<file path="src/design/noc_params.svh">
`ifndef NOC_PARAMS_SVH
`define NOC_PARAMS_SVH

// ####################
// Mesh geometry.
// ####################

`define MESH_X 2
`define MESH_Y 2
`define NUM_NODES (`MESH_X * `MESH_Y)

// Node id width. The id is row * MESH_X + column.
`define NODE_W 2

// ####################
// Node memory and data.
// ####################

`define ADDR_W 4
`define DATA_W 16

// Local, north, east, south, west.
`define NUM_PORTS 5

`endif

</file>
<file path="src/design/nocPkg.sv">
`include "noc_params.svh"

package nocPkg;

    // Router port numbers. Each one also indexes every port array.
    typedef enum logic [2:0] {
        LOCAL = 3'd0,
        NORTH = 3'd1,
        EAST  = 3'd2,
        SOUTH = 3'd3,
        WEST  = 3'd4
    } portIdx;

    // ####################
    // Write flit.
    // ####################

    typedef struct packed {
        logic               valid;
        logic               dstX;
        logic               dstY;
        logic [`ADDR_W-1:0] addr;
        logic [`DATA_W-1:0] data;
    } flitT;

    // Flit tagged with the output chosen by the route stage.
    typedef struct packed {
        flitT   flit;
        portIdx outPort;
    } routedFlitT;

endpackage

</file>
<file path="src/design/linkStage.sv">
`timescale 1ns/1ps
`include "noc_params.svh"

module linkStage (
    input  logic                  clk,
    input  logic                  rstN,
    input  nocPkg::routedFlitT    routed,
    output nocPkg::flitT          outFlits [`NUM_PORTS],
    input  logic [`NUM_PORTS-1:0] outReady,
    output logic                  stall
);

    logic targetFree;

    // ####################
    // Target check.
    // ####################

    // Free when empty, or when its flit leaves on this edge.
    assign targetFree = !outFlits[routed.outPort].valid || outReady[routed.outPort];

    assign stall = routed.flit.valid && !targetFree;

    // ####################
    // Output registers.
    // ####################

    // One register per direction. A full register keeps its flit until
    // the neighbour takes it.
    always_ff @(posedge clk or negedge rstN)
    begin
        if (!rstN)
        begin
            for (int d = 0; d < `NUM_PORTS; d++)
                outFlits[d] <= '0;
        end
        else
        begin
            for (int d = 0; d < `NUM_PORTS; d++)
            begin
                if (routed.flit.valid && targetFree &&
                    routed.outPort == nocPkg::portIdx'(d))
                    outFlits[d] <= routed.flit;
                else if (outReady[d])
                    outFlits[d].valid <= 1'b0;
            end
        end
    end

endmodule

</file>
<file path="src/design/meshRouter.sv">
`timescale 1ns/1ps
`include "noc_params.svh"

module meshRouter (
    input  logic                  clk,
    input  logic                  rstN,
    input  logic                  myX,
    input  logic                  myY,
    input  nocPkg::flitT          inFlits [`NUM_PORTS],
    output logic [`NUM_PORTS-1:0] inReady,
    output nocPkg::flitT          outFlits [`NUM_PORTS],
    input  logic [`NUM_PORTS-1:0] outReady
);

    nocPkg::flitT       granted;
    nocPkg::routedFlitT routed;
    logic               linkStall;
    logic               routeStall;

    // Arbitration, route, link.
    portArbiter arbiter (
        .clk(clk), .rstN(rstN),
        .inFlits(inFlits),
        .inReady(inReady),
        .stall(routeStall),
        .granted(granted)
    );

    xyRouteStage route (
        .clk(clk), .rstN(rstN),
        .myX(myX), .myY(myY),
        .inFlit(granted),
        .stall(linkStall),
        .stallUp(routeStall),
        .routed(routed)
    );

    linkStage link (
        .clk(clk), .rstN(rstN),
        .routed(routed),
        .outFlits(outFlits),
        .outReady(outReady),
        .stall(linkStall)
    );

endmodule

</file>
<file path="src/design/meshWithNodes.sv">
`timescale 1ns/1ps
`include "noc_params.svh"

module meshWithNodes (
    input  logic               clk,
    input  logic               rstN,
    input  nocPkg::flitT       injFlit,
    input  logic [`NODE_W-1:0] injSrc,
    output logic               injReady,
    input  logic [`ADDR_W-1:0] peekAddress,
    input  logic [`NODE_W-1:0] peekId,
    output logic [`DATA_W-1:0] peekData
);

    nocPkg::flitT            toRouter [`NUM_NODES][`NUM_PORTS];
    nocPkg::flitT            fromRouter [`NUM_NODES][`NUM_PORTS];
    wire [`NUM_PORTS-1:0]    routerInReady [`NUM_NODES];
    wire [`NUM_PORTS-1:0]    routerOutReady [`NUM_NODES];
    logic [`DATA_W-1:0]      ramPeek [`NUM_NODES];

    assign injReady = routerInReady[injSrc][nocPkg::LOCAL];
    assign peekData = ramPeek[peekId];

    for (genvar row = 0; row < `MESH_Y; row++)
    begin : rows
        for (genvar col = 0; col < `MESH_X; col++)
        begin : columns
            localparam int id = row * `MESH_X + col;
            localparam logic [`NODE_W-1:0] nodeId = id[`NODE_W-1:0];
            localparam logic [0:0] colBit = 1'(col);
            localparam logic [0:0] rowBit = 1'(row);

            // Injection reaches only the selected node.
            assign toRouter[id][nocPkg::LOCAL] = (injSrc == nodeId) ? injFlit : '0;
            assign routerOutReady[id][nocPkg::LOCAL] = 1'b1;

            // ####################
            // Neighbour links.
            // ####################

            if (row > 0)
            begin : northLink
                assign toRouter[id][nocPkg::NORTH] = fromRouter[id - `MESH_X][nocPkg::SOUTH];
                assign routerOutReady[id][nocPkg::NORTH] =
                    routerInReady[id - `MESH_X][nocPkg::SOUTH];
            end
            else
            begin : northEdge
                assign toRouter[id][nocPkg::NORTH] = '0;
                assign routerOutReady[id][nocPkg::NORTH] = 1'b1;
            end

            if (row < `MESH_Y - 1)
            begin : southLink
                assign toRouter[id][nocPkg::SOUTH] = fromRouter[id + `MESH_X][nocPkg::NORTH];
                assign routerOutReady[id][nocPkg::SOUTH] =
                    routerInReady[id + `MESH_X][nocPkg::NORTH];
            end
            else
            begin : southEdge
                assign toRouter[id][nocPkg::SOUTH] = '0;
                assign routerOutReady[id][nocPkg::SOUTH] = 1'b1;
            end

            if (col < `MESH_X - 1)
            begin : eastLink
                assign toRouter[id][nocPkg::EAST] = fromRouter[id + 1][nocPkg::WEST];
                assign routerOutReady[id][nocPkg::EAST] = routerInReady[id + 1][nocPkg::WEST];
            end
            else
            begin : eastEdge
                assign toRouter[id][nocPkg::EAST] = '0;
                assign routerOutReady[id][nocPkg::EAST] = 1'b1;
            end

            if (col > 0)
            begin : westLink
                assign toRouter[id][nocPkg::WEST] = fromRouter[id - 1][nocPkg::EAST];
                assign routerOutReady[id][nocPkg::WEST] = routerInReady[id - 1][nocPkg::EAST];
            end
            else
            begin : westEdge
                assign toRouter[id][nocPkg::WEST] = '0;
                assign routerOutReady[id][nocPkg::WEST] = 1'b1;
            end

            meshRouter router (
                .clk(clk), .rstN(rstN),
                .myX(colBit), .myY(rowBit),
                .inFlits(toRouter[id]),
                .inReady(routerInReady[id]),
                .outFlits(fromRouter[id]),
                .outReady(routerOutReady[id])
            );

            nodeRam ram (
                .clk(clk), .rstN(rstN),
                .inFlit(fromRouter[id][nocPkg::LOCAL]),
                .peekAddress(peekAddress),
                .peekData(ramPeek[id])
            );
        end
    end

endmodule

</file>
<file path="src/design/nodeRam.sv">
`timescale 1ns/1ps
`include "noc_params.svh"

module nodeRam (
    input  logic               clk,
    input  logic               rstN,
    input  nocPkg::flitT       inFlit,
    input  logic [`ADDR_W-1:0] peekAddress,
    output logic [`DATA_W-1:0] peekData
);

    logic [`DATA_W-1:0] mem [2**`ADDR_W];

    // ####################
    // Write port.
    // ####################

    // Every flit on the local output is a write.
    always_ff @(posedge clk or negedge rstN)
    begin
        if (!rstN)
        begin
            for (int a = 0; a < 2**`ADDR_W; a++)
                mem[a] <= '0;
        end
        else if (inFlit.valid)
            mem[inFlit.addr] <= inFlit.data;
    end

    // Debug readback.
    assign peekData = mem[peekAddress];

endmodule

</file>
<file path="src/design/portArbiter.sv">
`timescale 1ns/1ps
`include "noc_params.svh"

module portArbiter (
    input  logic                  clk,
    input  logic                  rstN,
    input  nocPkg::flitT          inFlits [`NUM_PORTS],
    output logic [`NUM_PORTS-1:0] inReady,
    input  logic                  stall,
    output nocPkg::flitT          granted
);

    nocPkg::portIdx lastQ;
    nocPkg::portIdx pick;
    nocPkg::flitT   holdQ;
    logic           found;
    logic           accept;
    int             cand;

    // ####################
    // Round-robin search.
    // ####################

    // Start one past the last granted port and take the first valid one.
    always_comb
    begin
        pick  = lastQ;
        found = 1'b0;
        cand  = 0;
        for (int i = 1; i <= `NUM_PORTS; i++)
        begin
            cand = (int'(lastQ) + i) % `NUM_PORTS;
            if (!found && inFlits[cand].valid)
            begin
                pick  = nocPkg::portIdx'(cand);
                found = 1'b1;
            end
        end
    end

    // Accept only while the holding register has room.
    assign accept = found && !holdQ.valid;

    always_comb
    begin
        inReady = '0;
        if (accept)
            inReady[pick] = 1'b1;
    end

    // ####################
    // Grant register.
    // ####################

    always_ff @(posedge clk or negedge rstN)
    begin
        if (!rstN)
        begin
            lastQ   <= nocPkg::WEST;
            granted <= '0;
            holdQ   <= '0;
        end
        else
        begin
            if (accept)
                lastQ <= pick;
            if (!stall)
            begin
                if (holdQ.valid)
                begin
                    granted     <= holdQ;
                    holdQ.valid <= 1'b0;
                end
                else if (accept)
                    granted <= inFlits[pick];
                else
                    granted <= '0;
            end
            // Flit taken during a stall waits here.
            else if (accept)
                holdQ <= inFlits[pick];
        end
    end

endmodule

</file>
<file path="src/design/xyRouteStage.sv">
`timescale 1ns/1ps
`include "noc_params.svh"

module xyRouteStage (
    input  logic               clk,
    input  logic               rstN,
    input  logic               myX,
    input  logic               myY,
    input  nocPkg::flitT       inFlit,
    input  logic               stall,
    output logic               stallUp,
    output nocPkg::routedFlitT routed
);

    nocPkg::routedFlitT nextRouted;

    // ####################
    // XY decision.
    // ####################

    // Column first, then row. Row numbers grow to the south.
    always_comb
    begin
        nextRouted.flit = inFlit;
        if (inFlit.dstX != myX)
        begin
            if (inFlit.dstX > myX)
                nextRouted.outPort = nocPkg::EAST;
            else
                nextRouted.outPort = nocPkg::WEST;
        end
        else if (inFlit.dstY != myY)
        begin
            if (inFlit.dstY > myY)
                nextRouted.outPort = nocPkg::SOUTH;
            else
                nextRouted.outPort = nocPkg::NORTH;
        end
        else
            nextRouted.outPort = nocPkg::LOCAL;
    end

    // ####################
    // Route register.
    // ####################

    always_ff @(posedge clk or negedge rstN)
    begin
        if (!rstN)
            routed <= '0;
        else if (!stall)
            routed <= nextRouted;
    end

    // The arbiter holds whenever this stage holds.
    assign stallUp = stall;

endmodule

</file>
<file path="config.mk">
export PLATFORM = sky130hd
export DESIGN_NAME = meshWithNodes
export DESIGN_NICKNAME = d
export VERILOG_FILES = /design/src/design/nocPkg.sv /design/src/design/linkStage.sv /design/src/design/meshRouter.sv /design/src/design/meshWithNodes.sv /design/src/design/nodeRam.sv /design/src/design/portArbiter.sv /design/src/design/xyRouteStage.sv
export VERILOG_INCLUDE_DIRS = /design/src /design/src/design
export SDC_FILE = /design/constraint.sdc
export NUM_CORES = 2
export LEC_CHECK = 0
export ABC_AREA = 0
export ABC_CLOCK_PERIOD_IN_PS = 6340
export BUFFER_PORTS_ARGS = -buffer_cell sky130_fd_sc_hd__buf_4
export CAP_MARGIN = 15
export CORE_ASPECT_RATIO = 1.4
export CORE_MARGIN = 5
export CORE_UTILIZATION = 43
export CTS_CLUSTER_DIAMETER = 80
export DETAILED_ROUTE_END_ITERATION = 8
export GPL_TIMING_DRIVEN = 1
export SLEW_MARGIN = 20
export SYNTH_ARGS = -nofsm -noshare
export SYNTH_HDL_FRONTEND = slang
export SYNTH_SLANG_ARGS = --single-unit
</file>
<file path="constraint.sdc">
create_clock -name clk -period 6.34 [get_ports clk]
set_input_delay 0.317 -clock clk [delete_from_list [all_inputs] [get_ports clk]]
set_output_delay 0.317 -clock clk [all_outputs]
set_load 0.1 [all_outputs]
</file>
# [After elaboration in Yosys (flattened, before gate mapping)]
# Cells that the tools add are included.
[totals] elab_cells=732 input_bits=33 register_bits=1784 out_inout_bits=17
[classes] n_reduce_logical=105 div_mod_pow=20 n_addsub=20 bitwise=35 muxes=238 eq_ne=23 n_lt_le_gt_ge=59
[ops] op="binary-select mux 23 bit (select 3 bit)" n=28
[ops] op="two-way mux 23 bit" n=72
[ops] op="bitwise mux 256 bit" n=4
[ops] op="greater-or-equal comparator 32 x 4 -> 1 bit, second input constant" n=20
[ops] op="modulo 32 x 4 -> 32 bit, second input constant" n=20
[ops] op="NOT 32 bit" n=20
[ops] op="binary-select mux 16 bit (select 4 bit)" n=4
[ops] op="demux 16 bit (select 4 bit)" n=4
[ops] op="two-way mux 16 bit" n=14
[ops] op="two-way mux 3 bit" n=32
[ops] op="two-way mux 1 bit" n=62
[ops] op="logical AND 1 bit" n=56
[ops] op="adder 3 x 2 -> 4 bit, second input constant" n=8
[ops] op="adder 3 x 3 -> 4 bit, second input constant" n=8
[ops] op="binary-select mux 16 bit (select 2 bit)" n=1
[ops] op="greater-or-equal comparator 4 bit, second input constant" n=8
[ops] op="< comparator 3 x 4 -> 1 bit, second input constant" n=8
[ops] op="NOT 3 -> 4 bit" n=8
[ops] op="logical NOT 1 bit" n=28
[ops] op="greater-or-equal comparator 5 bit, second input constant" n=5
[ops] op="NOT 4 -> 5 bit" n=5
[ops] op="== test 3 x 2 -> 1 bit, second input constant" n=8
[ops] op="< comparator 5 x 1 -> 1 bit, second input constant" n=4
[ops] op="two-way mux 5 bit" n=4
[ops] op="19 further kinds" n=69

# [Logic depth before layout (Yosys ltp)]
[logic_depth] word_depth=30 mapped_depth=26 mapped_depth_nobuf=22

# [Modules after synthesis]
# From an unflattened synthesis, not the netlist that was laid out.
[hier_totals] hier_cells=6614 area_unflattened_um2=90735.8
[by_module_without_submodules] mod="nodeRam" n_inst=4 cells_per_inst=712 seq_area_each_um2=6406.1 area_each_um2=11607.4
[by_module_without_submodules] mod="linkStage" n_inst=4 cells_per_inst=270 seq_area_each_um2=2877.8 area_each_um2=4565.6
[by_module_without_submodules] mod="portArbiter at rows[0].columns[1].router.arbiter ..." n_inst=3 cells_per_inst=563 seq_area_each_um2=1227.4 area_each_um2=5094.9
[by_module_without_submodules] mod="portArbiter at rows[0].columns[0].router.arbiter" n_inst=1 cells_per_inst=594 seq_area_each_um2=1227.4 area_each_um2=5293.8
[by_module_without_submodules] mod="xyRouteStage" n_inst=4 cells_per_inst=67 seq_area_each_um2=650.6 area_each_um2=1053.5
[by_module_without_submodules] mod="meshWithNodes" n_inst=1 cells_per_inst=135 seq_area_each_um2=0.0 area_each_um2=1251.2

# [Worst setup path before layout]
# Ideal clock, no wire load.
[synth_path] kind="register to output" start="reg rows[1].columns[1].router.arbiter.lastQ[0]" end="out injReady" path_buffers=3 arrival_time_ns=7.506 path_slack_ns=-1.483 path_stages_with_launch=21 required_ns=6.023 cell_sequence="dfrtp_1 > clkbuf_1 > clkinv_1 > ha_1 > ha_1 > or3b_2 > a41oi_1 > xnor2_1 > ha_1 > nor2b_1 > or3_1 > o311a_1 > or3_1 > a211oi_1 > mux2i_1 > a221o_1 > o21ai_1 > buf_2 > buf_1 > nand3_1 > o21ai_0"
[synth_via] elab_chain_cells=27 word_cells_on_any_way=58 cone_classes="add/sub: 5; div: 5; order compare: 2; mux: 31; bitwise: 5; reduce/logical: 10"
[synth_rtl] element="start, declared" line="portArbiter.sv:13" text="nocPkg::portIdx lastQ;"
[synth_rtl] element="start signal, assigned" line="portArbiter.sv:59" text="lastQ <= nocPkg::WEST;"
[synth_rtl] element="start signal, assigned" line="portArbiter.sv:66" text="lastQ <= pick;"
[synth_rtl] element="adder 3 x 1 -> 4 bit" line="portArbiter.sv:32" text="cand = (int'(lastQ) + i) % `NUM_PORTS;"
[synth_rtl] element="modulo 32 x 4 -> 32 bit (no line)"
[synth_rtl] element="NOT 32 bit (not written as such)" line="portArbiter.sv:33" text="if (!found && inFlits[cand].valid)"
[synth_rtl] element="binary-select mux 23 bit (select 3 bit)" line="portArbiter.sv:33"
[synth_rtl] element="two-way mux 23 bit (not written as such) (2 in a row)" line="portArbiter.sv:33"
[synth_rtl] element="two-way mux 1 bit" line="portArbiter.sv:33"
[synth_rtl] element="logical NOT 1 bit" line="portArbiter.sv:33"
[synth_rtl] element="logical AND 1 bit" line="portArbiter.sv:33"
[synth_rtl] element="(+9 left out)"
[synth_rtl] element="two-way mux 3 bit" line="portArbiter.sv:33"
[synth_rtl] element="< comparator 3 x 4 -> 1 bit (not written as such) or greater-or-equal comparator 3 x 1 -> 1 bit (tied branches)" line="portArbiter.sv:48" text="inReady[pick] = 1'b1;"
[synth_rtl] element="logical AND 1 bit (not written as such)" line="portArbiter.sv:48"
[synth_rtl] element="two-way mux 1 bit (not written as such)" line="portArbiter.sv:48"
[synth_rtl] element="demux 1 bit (select 3 bit)" line="portArbiter.sv:48"
[synth_rtl] element="two-way mux 5 bit (*)" line="portArbiter.sv:47" text="if (accept)"
[synth_rtl] element="binary-select mux 5 bit (select 2 bit) (*)" line="meshWithNodes.sv:21" text="assign injReady = routerInReady[injSrc][nocPkg::LOCAL];"
[synth_rtl] element="two-way mux 1 bit (not written as such) (*) (2 in a row)" line="meshWithNodes.sv:21"
[synth_rtl] element="end, declared" line="meshWithNodes.sv:9" text="output logic injReady,"
# Every way passes the cells marked *; elsewhere a longest branch is shown, timed or not. The select of a mux whose other input is x is not followed.

# [Worst setup path after layout]
[layout_path] start="reg rows[0].columns[0].router.arbiter.lastQ[2]" end="out injReady"
[layout_via] elab_chain_cells=27 word_cells_on_any_way=58 cone_classes="add/sub: 5; div: 5; order compare: 2; mux: 31; bitwise: 5; reduce/logical: 10"
[layout_rtl] element="start, declared" line="portArbiter.sv:13"
[layout_rtl] element="start signal, assigned" line="portArbiter.sv:59"
[layout_rtl] element="start signal, assigned" line="portArbiter.sv:66"
[layout_rtl] element="adder 3 x 1 -> 4 bit" line="portArbiter.sv:32"
[layout_rtl] element="modulo 32 x 4 -> 32 bit (no line)"
[layout_rtl] element="NOT 32 bit (not written as such)" line="portArbiter.sv:33"
[layout_rtl] element="binary-select mux 23 bit (select 3 bit)" line="portArbiter.sv:33"
[layout_rtl] element="two-way mux 23 bit (not written as such) (2 in a row)" line="portArbiter.sv:33"
[layout_rtl] element="two-way mux 1 bit" line="portArbiter.sv:33"
[layout_rtl] element="logical NOT 1 bit" line="portArbiter.sv:33"
[layout_rtl] element="logical AND 1 bit" line="portArbiter.sv:33"
[layout_rtl] element="(+9 left out)"
[layout_rtl] element="two-way mux 3 bit" line="portArbiter.sv:33"
[layout_rtl] element="< comparator 3 x 4 -> 1 bit (not written as such) or greater-or-equal comparator 3 x 1 -> 1 bit (tied branches)" line="portArbiter.sv:48"
[layout_rtl] element="logical AND 1 bit (not written as such)" line="portArbiter.sv:48"
[layout_rtl] element="two-way mux 1 bit (not written as such)" line="portArbiter.sv:48"
[layout_rtl] element="demux 1 bit (select 3 bit)" line="portArbiter.sv:48"
[layout_rtl] element="two-way mux 5 bit (*)" line="portArbiter.sv:47"
[layout_rtl] element="binary-select mux 5 bit (select 2 bit) (*)" line="meshWithNodes.sv:21"
[layout_rtl] element="two-way mux 1 bit (not written as such) (*) (2 in a row)" line="meshWithNodes.sv:21"
# Marks and branches as above.

==> summary.txt <==
Run status
  • Status: completed

Global route
  • GRT met3 Usage: 0.0279
  • Antenna violations before repair: 12
  • Routing usage on met2: 0.398
  • Vias in the first global route: 50,000
  • Largest net degree at the start of global routing: 187
  • Busiest grt layer: met2
  • GR met1 Demand/Resource: 0.291
  • Gr usage total: 0.229
  • Grt total ovfl: 0
  • First-pass GRT wire length: 326,000 um

Critical path
  • Top delay family on crit path: compound AO/OA/AOI/OAI gates
  • Slowest stage cell, crit path: dfstp_4
  • Crit path max fanout: 12
  • Crit end category: primary output
  • Critical path class: register to primary output
  • Worst Path Required: 6.02 ns
  • Critical-path cell list: xnor2_4 -> inv_2 -> ha_1 -> or2_2 -> o211a_1 -> or2_4 -> ha_2 -> nand2b_1 -> o2111ai_1 -> o211ai_2 -> mux2i_1 -> a211oi_2 -> a211oi_2 -> a32oi_1 -> a22o_1 -> a221o_2 -> nor3_4 -> a21oi_2 -> o21ai_4 -> buf_12
  • Number of buffer and inverter stages on the critical path: 2
  • CP arrival: 5.84 ns
  • Startpoint types: register
  • Most frequent CP cell: a211oi_2
  • Slowest Stage Delay on Critical Path: ~0.7 ns

Logic synthesis
  • Yosys top cell area share: 0.515
  • Area of the mapped netlist: 0.0769 mm^2
  • Largest area contributor in the netlist: dfrtp_1
  • Sequential area share after synthesis: 0.517
  • Synth Instances: 5,510
  • Syn nets: 5,643
  • Syn Area/Cell: ~14 um^2
  • Number of enable flip-flop cells after synthesis: 0
  • Yosys warnings: 0
  • Synth unique cells: 101
  • Synth Register Bits: roughly 1,600
  • Primary FF master, synth: dfrtp_1
  • Top cells by area, synth: dfrtp_1, mux2_2, mux4_2
  • Commonest cells in the netlist: dfrtp_1, mux2_2, mux4_2, clkbuf_1, nand2_1
  • Share of flip-flops with an asynchronous set or reset: 1.00
  • Top-count cell post-synth: dfrtp_1

Power
  • Flop pwr share: 0.331
  • VDD IR max: 0.00107 V
  • Combinational power share: 0.468
  • PD cells: approximately 540 mW/mm^2
  • Net switching power: around 19 mW
  • Total power: between 40 and 50 mW
  • Clk pwr share: 0.201
  • Int Pwr: between 20 and 30 mW
  • LEAKAGE: 40.3 nW
  • Sw Ratio: 0.407

Place
  • IO buf count: 49
  • Post-DP HPWL: 138,000 um
  • GPL Wtd Cong: between 0.8 and 0.9

Floorplan
  • Initial core utilization: 0.432
  • # rows: 183
  • IO Count: 50
  • DIE WIDTH: 368 um
  • Core region area: 0.178 mm^2
  • Die Y: 511 um
  • Total die area: 0.188 mm^2

Clocking
  • CTS Buffer Depth: 3
  • Clock slew at reported path FFs: about 0.06 ns
  • Clock Latency Late Sink: 0.79 ns
  • CTS tree: yes
  • Num CTS Buffers: 152
  • H-tree depth: 4
  • Num Clock Sinks: around 1,600
  • Root buf cell: clkbuf_16

Route
  • Wire per inst: between 20 and 30 um
  • ANT nets after route: 0
  • Initial DRC Count: 3,657
  • # DRC: 0
  • Routed wire length: 216,000 um
  • First-pass DRT Iterations: 6
  • Vias per inst: 5.96
  • Via count: 47,500

Timing
  • Peak Freq: 0.163 GHz
  • Final Max Slew Viols: 0
  • Clk_skew: 0.0191 ns
  • Final setup fails: 0
  • Tcrit/Tclk final: 0.971
  • Final Hold Fails: 0
  • Total negative slack: 0 ns
  • Worst hold slack: 0.172 ns
  • Final Critical Period: between 6 and 7 ns
  • Worst-margin pin slew: 1.16 ns
  • Slew margin rel.: 0.228

Final layout
  • Layout cells sized above 1: 0.440
  • Area growth syn-to-layout: 12.1%
  • Final nets: 5,663
  • Utilization after layout: 0.485

Min path
  • Worst hold path class: input pin to async pin

Flow run
  • MaxCap Viol Count: 0
placed cells by master (no fill, tap or decap), types with 25 or more instances in the layout:
cell	Yosys	layout
nand3_1	30	30
dfrtp_1	1584	1581
buf_4	10	225
nor2_1	199	160
o31a_1	30	29
nand2_1	218	216
mux4_2	338	338
a31oi_1	57	56
a221o_1	26	25
mux2_2	1460	1460
and3_1	31	31
nor2_2	0	39
ha_1	99	90
nand2b_1	56	56
a21oi_1	85	75
clkinv_2	0	38
a2bb2oi_1	25	25
o2bb2ai_1	46	46
clkbuf_8	0	28
nor2b_1	29	25
o21ai_0	101	99
mux2i_1	119	119
inv_1	89	87
clkbuf_16	0	155
a32oi_1	26	26
or2_2	37	37
state kept, by name, indices dropped and copies added, names as in the netlist:
name,count
rows.columns.ram.mem,1024
rows.columns.router.arbiter.granted,92
rows.columns.router.arbiter.lastQ,12
rows.columns.router.route.routed,99
rows.columns.router.arbiter.holdQ,92
rows.columns.router.link.outFlits,269
worst reg2reg max path, stage by stage, from the launching register on:
cell	delay, ns
dfrtp_2	0.48
ha_1	0.26
xnor2_2	0.20
inv_1	0.09
ha_1	0.22
or3b_2	0.46
a41oi_2	0.25
xnor2_1	0.16
ha_2	0.24
nor2b_1	0.16
or3_1	0.31
o311a_1	0.17
or3_1	0.34
a211oi_1	0.32
mux2i_1	0.13
a221o_1	0.38
o21ai_4	0.15
buf_4	0.49
mux2i_1	0.40
nor2_1	0.08
a221o_1	0.27
mux2_2	0.26
per-stage QoR:
| stage | instance area (um^2) | worst slack (ns) | instances |
|---|---|---|---|
| floorplan | 77000 | 0.0132 | 5510 |
| global placement | 80400 | 0.378 | 7645 |
| detailed placement | 80400 | 0.299 | 7645 |
| CTS | 85900 | 0.00319 | 7951 |
| global route | 86200 | -0.0457 | 7968 |
| finish | 86300 | 0.187 | 7972 |
power by group through the flow:
stage               clock network [mW]  logic, mW  registers (mW)
floorplan                            0       15.5            14.2
detailed placement                   0       21.3            15.7
global placement                     0       20.9            15.6
CTS                               9.63       21.6            15.5
finish                            9.42       22.0            15.5
global route                      10.0       23.5            15.8
kinds of logic (layout without fill, tap and decap cells):
logic type	count (synthesis)	count (layout)	share of synthesized area
muxes	1937	1937	0.331
AOI/OAI and AO/OA	600	601	0.0574
adders and majority gates	100	100	0.0164
DFF	1588	1588	0.517
buffers and inverters	504	646	0.0260
other	0	7	0
and+or+nand+nor	755	755	0.0492
xor gates and xnor gates	26	26	0.00350
per-layer routing:
| layer | vias to the layer above | part of all wire |
|---|---|---|
| li1 | 20600 | - |
| met1 | 25500 | 0.41 |
| met2 | 1117 | 0.50 |
| met3 | 409 | 0.037 |
| met4 | 2 | 0.048 |
| met5 | - | 0.000060 |
path summary, 6_finish.rpt:
path | from | slack [ns] | depth (start not counted) | endpoint
worst max-delay path | rows[0].columns[0].router.arbiter.lastQ[2] | 0.19 | 20 | injReady
worst min-delay path | rstN | 0.17 | 2 | rows[1].columns[0].router.arbiter.lastQ[0]
worst max register to register | rows[1].columns[1].router.arbiter.lastQ[1] | 0.40 | 21 | rows[1].columns[1].router.arbiter.granted[19]
worst min register to register | rows[1].columns[0].router.arbiter.granted[22] | 0.47 | 2 | rows[1].columns[0].router.route.routed[25]
max in group asynchronous | rstN | 4.40 | 4 | rows[0].columns[1].ram.mem[37]
min in group clk | rows[1].columns[0].router.arbiter.granted[22] | 0.47 | 2 | rows[1].columns[0].router.route.routed[25]
cell type report:
class                   instances  area [um^2]
inverters                      96          360
diodes                          7         17.5
clock inverters                71          786
flip-flops and latches       1588        39800
multi-input cells            3419        35700
clock buffers                 206         4350
repair buffers                273         2390
fillers                     15300        91700
well taps                    2312         2890
what timing repair did:
action	4_1_cts	5_1_grt
hold buffers	23	0
setup endpoints to repair	1	50
pin swaps	7	11
buffers inserted	5	13
hold endpoints to repair	144	0
cloned	1	0
gates resized for setup	15	40
(Power assumes the default switching activity.)
